==> src/design/cache_pkg.sv <==
// cache package: geometry constants and the line and request structs

package cache_pkg;

	// geometry
	localparam int num_sets  = 8;
	localparam int num_ways  = 4;
	localparam int set_bits  = 3;
	localparam int way_bits  = 2;
	localparam int tag_bits  = 8;
	localparam int data_bits = 64;

	// tree pseudo-LRU: one node per internal branch
	localparam int plru_bits = num_ways - 1;

	typedef logic [way_bits-1:0] way_t;

	// one stored line, 73 bits
	typedef struct packed {
		logic                 valid;
		logic [tag_bits-1:0]  tag;
		logic [data_bits-1:0] data;
	} cache_line_t;

	// read lookup, 11 bits
	typedef struct packed {
		logic [set_bits-1:0] idx;
		logic [tag_bits-1:0] tag;
	} rd_req_t;

	// write fill or update, 75 bits
	typedef struct packed {
		logic [set_bits-1:0]  idx;
		logic [tag_bits-1:0]  tag;
		logic [data_bits-1:0] data;
	} wr_req_t;

endpackage

==> src/design/tag_match.sv <==
// tag match: compares a set's valid tags against a lookup tag and encodes the hit way

`timescale 1ns/100ps

module tag_match import cache_pkg::*; (
	input  cache_line_t [num_ways-1:0] set_lines,
	input  logic [tag_bits-1:0]        tag,
	output logic                       hit,
	output way_t                       way
);

	logic [num_ways-1:0] match;

	// invalid lines never count, even with a stale matching tag
	always_comb begin
		for (int w = 0; w < num_ways; w++) begin
			match[w] = set_lines[w].valid && (set_lines[w].tag == tag);
		end
	end

	assign hit = |match;

	// at most one way should match; lowest wins if not
	always_comb begin
		way = '0;
		for (int w = num_ways - 1; w >= 0; w--) begin
			if (match[w]) begin
				way = way_t'(w);
			end
		end
	end

endmodule

==> src/design/plru_tree.sv <==
// plru tree: per-set tree pseudo-LRU state, touch updates and victim way selection

`timescale 1ns/100ps

module plru_tree import cache_pkg::*; (
	input  logic                clock,
	input  logic                reset,

	input  logic                rd_touch,
	input  logic [set_bits-1:0] rd_touch_idx,
	input  way_t                rd_touch_way,

	input  logic                wr_touch,
	input  logic [set_bits-1:0] wr_touch_idx,
	input  way_t                wr_touch_way,

	input  logic [set_bits-1:0] victim_idx,
	output way_t                victim_way
);

	// bit 0 root, bit 1 node over ways 0/1, bit 2 node over ways 2/3
	logic [plru_bits-1:0] tree      [num_sets];
	logic [plru_bits-1:0] tree_next [num_sets];
	logic [plru_bits-1:0] vic_bits;

	// point every node on the path away from the touched way
	function automatic logic [plru_bits-1:0] touch(
		input logic [plru_bits-1:0] bits,
		input way_t                 w
	);
		logic [plru_bits-1:0] nb;
		nb = bits;
		nb[0] = ~w[1];
		if (w[1]) begin
			nb[2] = ~w[0];
		end else begin
			nb[1] = ~w[0];
		end
		return nb;
	endfunction

	// write first, read on top, also when both hit the same set
	always_comb begin
		tree_next = tree;
		if (wr_touch) begin
			tree_next[wr_touch_idx] = touch(tree_next[wr_touch_idx], wr_touch_way);
		end
		if (rd_touch) begin
			tree_next[rd_touch_idx] = touch(tree_next[rd_touch_idx], rd_touch_way);
		end
	end

	always_ff @(posedge clock) begin
		if (reset) begin
			for (int s = 0; s < num_sets; s++) begin
				tree[s] <= '0;
			end
		end else begin
			tree <= tree_next;
		end
	end

	// walk from the root, 0 left and 1 right
	assign vic_bits = tree[victim_idx];

	always_comb begin
		if (!vic_bits[0]) begin
			victim_way = {1'b0, vic_bits[1]};
		end else begin
			victim_way = {1'b1, vic_bits[2]};
		end
	end

endmodule

==> src/design/cache_array.sv <==
// cache array: line storage with read lookup, write hit or fill, way allocation and victim out

`timescale 1ns/100ps

module cache_array import cache_pkg::*; (
	input  logic                 clock,
	input  logic                 reset,

	input  logic                 rd_en,
	input  rd_req_t              rd_req,
	input  logic                 wr_en,
	input  wr_req_t              wr_req,
	input  way_t                 plru_way,

	output logic [data_bits-1:0] rd_data,
	output logic                 rd_hit,
	output logic                 rd_miss,
	output logic                 wr_miss,

	output logic                 victim_valid,
	output cache_line_t          victim,
	output logic [set_bits-1:0]  victim_idx,

	output logic                 rd_touch,
	output way_t                 rd_touch_way,
	output way_t                 wr_touch_way
);

	cache_line_t [num_ways-1:0] lines [num_sets];

	cache_line_t [num_ways-1:0] rd_set;
	cache_line_t [num_ways-1:0] wr_set;

	logic rd_lookup_hit;
	way_t rd_way;

	logic wr_lookup_hit;
	way_t wr_hit_way;

	logic has_invalid;
	way_t invalid_way;
	way_t wr_way;

	cache_line_t wr_line;

	assign rd_set = lines[rd_req.idx];
	assign wr_set = lines[wr_req.idx];

	tag_match rd_match (
		.set_lines (rd_set),
		.tag       (rd_req.tag),
		.hit       (rd_lookup_hit),
		.way       (rd_way)
	);

	tag_match wr_match (
		.set_lines (wr_set),
		.tag       (wr_req.tag),
		.hit       (wr_lookup_hit),
		.way       (wr_hit_way)
	);

	// read side, all combinational on the pre-edge contents
	assign rd_data = rd_set[rd_way].data;
	assign rd_hit  = rd_en & rd_lookup_hit;
	assign rd_miss = rd_en & ~rd_lookup_hit;

	assign rd_touch     = rd_en & rd_lookup_hit;
	assign rd_touch_way = rd_way;

	// lowest invalid way in the write set
	always_comb begin
		has_invalid = 1'b0;
		invalid_way = '0;
		for (int w = num_ways - 1; w >= 0; w--) begin
			if (!wr_set[w].valid) begin
				has_invalid = 1'b1;
				invalid_way = way_t'(w);
			end
		end
	end

	// hit way, else a free way, else the tree's pick
	always_comb begin
		if (wr_lookup_hit) begin
			wr_way = wr_hit_way;
		end else if (has_invalid) begin
			wr_way = invalid_way;
		end else begin
			wr_way = plru_way;
		end
	end

	assign wr_touch_way = wr_way;
	assign wr_miss      = wr_en & ~wr_lookup_hit;

	// displaced line goes out for the victim buffer
	assign victim       = wr_set[wr_way];
	assign victim_idx   = wr_req.idx;
	assign victim_valid = wr_miss & wr_set[wr_way].valid;

	always_comb begin
		wr_line.valid = 1'b1;
		wr_line.tag   = wr_req.tag;
		wr_line.data  = wr_req.data;
	end

	// reset invalidates every line
	always_ff @(posedge clock) begin
		if (reset) begin
			for (int s = 0; s < num_sets; s++) begin
				for (int w = 0; w < num_ways; w++) begin
					lines[s][w].valid <= 1'b0;
				end
			end
		end else if (wr_en) begin
			lines[wr_req.idx][wr_way] <= wr_line;
		end
	end

endmodule

==> src/design/cache_top.sv <==
// cache top: set-associative data cache, line array plus tree pseudo-LRU

`timescale 1ns/100ps

module cache_top import cache_pkg::*; (
	input  logic                 clock,
	input  logic                 reset,

	input  logic                 rd_en,
	input  rd_req_t              rd_req,
	input  logic                 wr_en,
	input  wr_req_t              wr_req,

	output logic [data_bits-1:0] rd_data,
	output logic                 rd_hit,
	output logic                 rd_miss,
	output logic                 wr_miss,

	output logic                 victim_valid,
	output cache_line_t          victim,
	output logic [set_bits-1:0]  victim_idx
);

	logic rd_touch;
	way_t rd_touch_way;
	way_t wr_touch_way;
	way_t plru_way;

	cache_array cache_array_inst (
		.clock        (clock),
		.reset        (reset),
		.rd_en        (rd_en),
		.rd_req       (rd_req),
		.wr_en        (wr_en),
		.wr_req       (wr_req),
		.plru_way     (plru_way),
		.rd_data      (rd_data),
		.rd_hit       (rd_hit),
		.rd_miss      (rd_miss),
		.wr_miss      (wr_miss),
		.victim_valid (victim_valid),
		.victim       (victim),
		.victim_idx   (victim_idx),
		.rd_touch     (rd_touch),
		.rd_touch_way (rd_touch_way),
		.wr_touch_way (wr_touch_way)
	);

	// every write touches its way, hit or fill
	plru_tree plru_tree_inst (
		.clock        (clock),
		.reset        (reset),
		.rd_touch     (rd_touch),
		.rd_touch_idx (rd_req.idx),
		.rd_touch_way (rd_touch_way),
		.wr_touch     (wr_en),
		.wr_touch_idx (wr_req.idx),
		.wr_touch_way (wr_touch_way),
		.victim_idx   (wr_req.idx),
		.victim_way   (plru_way)
	);

endmodule

==> config.mk <==
export PLATFORM = sky130hd
export DESIGN_NAME = cache_top
export DESIGN_NICKNAME = d
export VERILOG_FILES = /design/src/design/cache_pkg.sv /design/src/design/tag_match.sv /design/src/design/plru_tree.sv /design/src/design/cache_array.sv /design/src/design/cache_top.sv
export SDC_FILE = /design/constraint.sdc
export NUM_CORES = 2
export LEC_CHECK = 0
export BUFFER_PORTS_ARGS = -buffer_cell sky130_fd_sc_hd__buf_2
export CELL_PAD_IN_SITES_DETAIL_PLACEMENT = 1
export CELL_PAD_IN_SITES_GLOBAL_PLACEMENT = 1
export CORE_ASPECT_RATIO = 0.7
export CORE_MARGIN = 4
export CORE_UTILIZATION = 55
export DETAILED_ROUTE_END_ITERATION = 8
export MAX_ROUTING_LAYER = met4
export PLACE_DENSITY_LB_ADDON = 0.12
export SETUP_SLACK_MARGIN = 0.4
export SLEW_MARGIN = 20
export SYNTH_ARGS = -nofsm -noshare
export SYNTH_HDL_FRONTEND = slang
export SYNTH_SLANG_ARGS = --single-unit
==> constraint.sdc <==
create_clock -name clock -period 12.78 [get_ports clock]
set_input_delay 1.278 -clock clock [delete_from_list [all_inputs] [get_ports clock]]
set_output_delay 1.278 -clock clock [all_outputs]
set_load 0.01 [all_outputs]
# After elaboration in Yosys (flattened, before gate mapping)
# Memories as Yosys holds them, arrays and structs flattened.
# Index checks and enable logic that the tools add are counted.
[op_classes]
add_sub_neg = 0
n_mul = 0
div = 0
magnitude_cmp = 7
n_eq_ne = 8
n_shift = 0
muxes = 55
bitwise_logic = 12
n_reduce_logical = 14
[op_table]
columns = ["cell", "n"]
rows = [
  ["$mux W292", 3],
  ["$bmux W73 S2", 2],
  ["$reduce_or A292 Y1", 1],
  ["$demux W73 S2", 1],
  ["$mux W73", 2],
  ["$eq A8 B8 Y1", 8],
  ["$mux W64", 1],
  ["$bwmux W24", 2],
  ["$mux W24", 2],
  ["$mux W2", 15],
  ["$mux W3", 7],
  ["$bmux W3 S3", 2],
  ["$demux W3 S3", 2],
  ["$mux W1", 16],
  ["$logic_and A1 B1 Y1", 11],
  ["$ge A4 B4 Y1 const B", 2],
  ["$lt A4 B1 Y1 const B", 2],
  ["$not A3 Y4", 2],
  ["$reduce_or A4 Y1", 2],
  ["$lt A2 B3 Y1 const B", 2],
  ["$not A1 Y1", 6],
  ["$and A1 B1 Y1", 4],
  ["$ge A2 B1 Y1 const B", 1],
]
[word_totals]
ff_bits = 24
latchBits = 0
mem_bits_rw = 2336
romBits = 0
in_bits = 90
output_inout_bits = 144
wordCells = 105
n_memories = 1
[mem_list]
columns = ["name", "depth", "width", "read_ports", "rd_clocked_by_memory_dff", "wr", "line", "text"]
rows = [
  ["cache_array_inst.lines", 8, 292, 2, 0, 8, "cache_array.sv:29", "cache_line_t [num_ways-1:0] lines [num_sets];"],
]

# Logic depth before layout (Yosys ltp)
# An unclocked memory read counts as a cell.
[depth]
depth_word = 20
depth_mapped = 18
ltp_nobuf = 10

# Modules after synthesis
# Synthesis repeated with hierarchy kept, for this count alone.
[hier_totals]
cells_unflattened = 6659
hier_area_um2 = 111406.8
[by_module_without_submodules]
columns = ["mod", "instances", "cells_per_inst", "area_per_inst_um2", "seq_area_each_um2"]
rows = [
  ["cache_array", 1, 6313, 108531.6, 69827.0],
  ["plru_tree", 1, 238, 2059.5, 480.5],
  ["tag_match", 2, 54, 407.9, 0.0],
]

# Least setup slack after synthesis
# No wires, ideal clock.
[synth_path]
path_kind = "input -> register"
from = "in wr_req[73] in the netlist's numbering"
to = "mem cache_array_inst.lines[0][146] in the netlist's numbering (enable)"
setup_time_ns = 0.502
t_arrival_ns = 7.016
required_time_ns = 12.278
slack_ns = 5.262
path_stages = 14
n_path_buf = 5
cell_sequence = "buf_6 -> buf_6 -> buf_6 -> mux4_2 -> mux2i_2 -> xor2_1 -> nand4_1 -> nor4b_2 -> nor3_1 -> nor3_2 -> buf_2 -> nand2_1 -> buf_2 -> nor2_1"
[synth_rtl]
columns = ["element", "line", "text"]
rows = [
  ["from (decl)", "cache_top.sv:12", "input wr_req_t wr_req,"],
  ["to (decl)", "cache_array.sv:29", ""],
]

# Final worst setup path
[layout_path]
from = "in rd_req[8] in the netlist's numbering"
to = "out rd_data[17]"
[layout_between]
elab_chain_cells = 9
word_cells_on_any_way = 15
classes_between = "eq/ne (4); mux (6); reduce/logical (4); memory (1)"
[layout_lines]
columns = ["element", "line", "text"]
rows = [
  ["from (decl)", "cache_top.sv:10", "input rd_req_t rd_req,"],
  ["$mem_v2 Z8 W292 (*)", "n/a", ""],
  ["$eq A8 B8 Y1", "tag_match.sv:17", "match[w] = set_lines[w].valid && (set_lines[w].tag == tag);"],
  ["$logic_and A1 B1 Y1", "tag_match.sv:17", ""],
  ["$mux W2 (4 in a row)", "tag_match.sv:27", "if (match[w]) begin"],
  ["$bmux W73 S2 (*)", "cache_array.sv:64", "assign rd_data = rd_set[rd_way].data;"],
  ["$mux W64 (implied by the code) (*)", "cache_array.sv:64", ""],
  ["to (decl)", "cache_top.sv:14", "output logic [data_bits-1:0] rd_data,"],
]
# Every way passes the cells marked *; elsewhere a longest branch is shown, timed or not. The select of a mux whose other input is x is not followed.

==> key figures <==
Setup path
  – CP max-delay cell: o21ai_0
  – Max stage delay on crit path: 1.10 ns
  – CP Launch Type: primary input
  – Critical path class: primary input to output pin
  – WP data arrival: 8.32 ns
  – Most frequent CP cell: buf_4
  – Critical path's top delay family: buffers and inverters
  – Crit path max fanout: 43
  – Buffers & Inverters on Critical Path: 6
  – CP cell instances: buf_4 > buf_4 > nand2b_4 > buf_4 > o22ai_1 > a211oi_1 > xor2_1 > nand4_1 > or4_1 > a21bo_4 > buf_4 > nand4_1 > o21ai_0 > o21ai_0 > buf_4 > buf_2
  – Crit. End Element: output pin
  – Required time of the critical path: 11.50 ns

Synth
  – Synth Instances: 6991
  – Post-synthesis sequential area ratio: 67.7%
  – Number of synthesized register bits: 2360
  – Post-synth EDFFs: 2304
  – Async set-or-reset flop fraction in the synthesized netlist: 0%
  – Yosys cell types: 88
  – Yosys warns: 0
  – Synthesized area per cell: 14.8 um2
  – Main flop type after synthesis: edfxtp_1
  – Mapped Area: 0.104 mm2
  – Mapped Nets: 7081

Route
  – Top sig layer: met4
  – Metal-1 WL: 160 mm
  – Detailed Route WL: 452 mm
  – Antenna viol nets, final: 0
  – TritonRoute pass-1 iters: 6
  – Routed vias: 80400
  – DRC: 0
  – DRT iter0 DRCs: 14900
  – Via-to-Cell Ratio: 8.26
  – Met2 WL post-DR: 190 mm
  – Met3 WL post-DR: 74.7 mm
  – Wirelength per Cell: 46.5 um

Floorplanning
  – Die ar.: 0.196 mm2
  – # IOs: 234
  – Initial Util: 55.3%
  – Die height: 371 um
  – Floorplan row count: 133
  – Core Footprint: 0.188 mm2
  – Die Span X: 527 um

Clock network
  – Setup bufs post-CTS: 0
  – CTS buffer count: 228
  – CTS sink cnt: 2360
  – Clock root buffer: clkbuf_16
  – Worst-Skew Late Latency: 0.93 ns
  – CTS clk-pin slew, worst paths: 0.06 ns
  – Count of hold-fix buffers inserted at cts: 0
  – CTS tree: done
  – H-tree Lvls: 4
  – Bufs on Longest Clock Path: 4
  – CTS resizes: 0

STA
  – Worst Tran Pin Value: 1.39 ns
  – Slew headroom: 6.24%
  – Setup violations, final: 0
  – Min cycle time layout: 9.60 ns
  – Hold Vio Cnt, Final: 0
  – Final clock skew: 0.0628 ns
  – Final period utilization: 75.1%
  – Max Slew Vio Count: 0
  – RSZ-0062 raised after global routing: false
  – Fmax: 104 MHz
  – Setup TNS: 0 ns

Placed design
  – Post-place instance area: 0.108 mm2
  – GP Congestion: 0.977
  – Hpwl dp: 243 mm
  – PortBufs: 233

Final layout
  – Sequential cell area: 0.0703 mm2
  – Filler cells: 17000
  – Layout cells sized above 1: 13.8%
  – Final instance area: 0.115 mm2
  – Nets: 7095
  – Most frequent cells in the layout: edfxtp_1 (2304), a22oi_1 (1215), a221oi_1 (355)
  – Area growth syn-to-layout: 10.6%
  – Multi-input gate area: 0.0312 mm2
  – Commonest non-fill, non-tap cell in the layout: edfxtp_1

Worst hold path
  – Hold crit path type: flop to flop

Pwr
  – Leak Pwr: 0.0357 uW
  – Pwr/cell area: 145 mW/mm2
  – Peak VDD IR: 0.136 mV

GRT
  – Initial antenna violation count: 52
  – Largest net degree at the start of global routing: 142
  – Overflow left after global routing: 0
  – Global-route wire length before repair: 629 mm
  – Vias in the first global route: 80400
  – GRT Util Overall: 46.8%

Job
  – Max-cap viol count: 0

Run status
  – Status: completed
metal layers:
layer	vias to the layer above	global-route usage [%]
li1	29900	-
met5	-	-
met2	8044	63.9
met3	1685	17.6
met1	40700	60.9
met4	0	24.5
synth_stat cells (6+ instances only):
master,n,area share [%]
nor2b_1,15,0.090
o2bb2ai_1,21,0.18
nand2b_1,15,0.090
mux4_2,97,2.1
inv_1,8,0.029
mux2i_1,275,2.7
nor3_1,9,0.043
or3b_2,7,0.059
nand2_1,132,0.48
a211o_1,7,0.059
and3_1,8,0.048
a31oi_1,50,0.30
buf_4,23,0.17
a21o_1,18,0.13
o221ai_1,31,0.26
clkbuf_1,453,1.6
nand3b_1,8,0.058
dfxtp_1,56,1.1
and2_1,13,0.078
nor2_1,112,0.40
o21ai_0,172,0.83
o21ai_1,101,0.49
o22ai_1,20,0.12
nand3_1,110,0.53
buf_1,62,0.22
o211ai_1,147,1.1
edfxtp_1,2304,67
mux2_2,83,0.90
buf_2,95,0.46
xor2_1,33,0.28
a22o_1,272,2.3
a221oi_1,355,3.0
nand4_1,327,2.0
a222oi_1,6,0.058
o22a_1,36,0.30
xnor2_1,19,0.16
a221o_1,21,0.20
a211oi_1,26,0.19
buf_6,9,0.098
a21oi_1,128,0.62
or3_1,9,0.054
a22oi_1,1215,8.8
final cells by class:
class	instances	share of cell area, %
Clock buffer	284	5.21
Clock inverter	115	0.704
Timing Repair Buffer	426	2.76
Multi-Input combinational cell	3978	27.2
Sequential cell	2360	61.3
Tap cell	2497	2.72
Antenna cell	53	0.116
Inverter	11	0.0382
worst paths after layout:
kind | startpoint | end | slack (ns) | cells after the start
hold / removal | cache_array_inst.lines[2][145] | cache_array_inst.lines[2][145] | 0.49 | 1
setup reg to reg | cache_array_inst.lines[6][138] | cache_array_inst.lines[3][8] | 6.36 | 10
hold reg to reg | cache_array_inst.lines[2][145] | cache_array_inst.lines[2][145] | 0.49 | 1
setup / recovery | rd_req[8] | rd_data[17] | 3.18 | 16
kinds of logic after synthesis:
group,after synthesis,share of synthesized area [%]
DFF,2360,67.7
AOI/OAI and AO/OA,2666,19.3
xor gates and xnor gates,52,0.439
buffers and inverters,653,2.62
muxes,462,5.75
and+or+nand+nor,798,4.20
registers in the layout (all words and copies together), names as in the netlist:
name	cells
cache_array_inst.lines	2336
plru_tree_inst.tree	24
metrics by stage:
step,power (uW),hold slack (ns),utilization (%),worst slack [ns],instances
after floorplan,9470,0.436,-,5.26,6991
after global placement,10200,0.454,57.4,3.55,9265
after detailed placement,10200,0.462,57.4,3.75,9271
after CTS,16600,0.479,61.1,3.70,9670
after global routing,17000,0.505,61.1,3.41,9717
final,16700,0.485,61.1,3.18,9724
where the power goes:
group,leakage [uW],switching (uW),internal (uW)
Combinational,0.0112,1190,432
Clock,0.00333,3020,3510
Sequential,0.0212,18.6,8520
Total,0.0357,4220,12500
No activity file was read; power rests on OpenSTA's default activity.
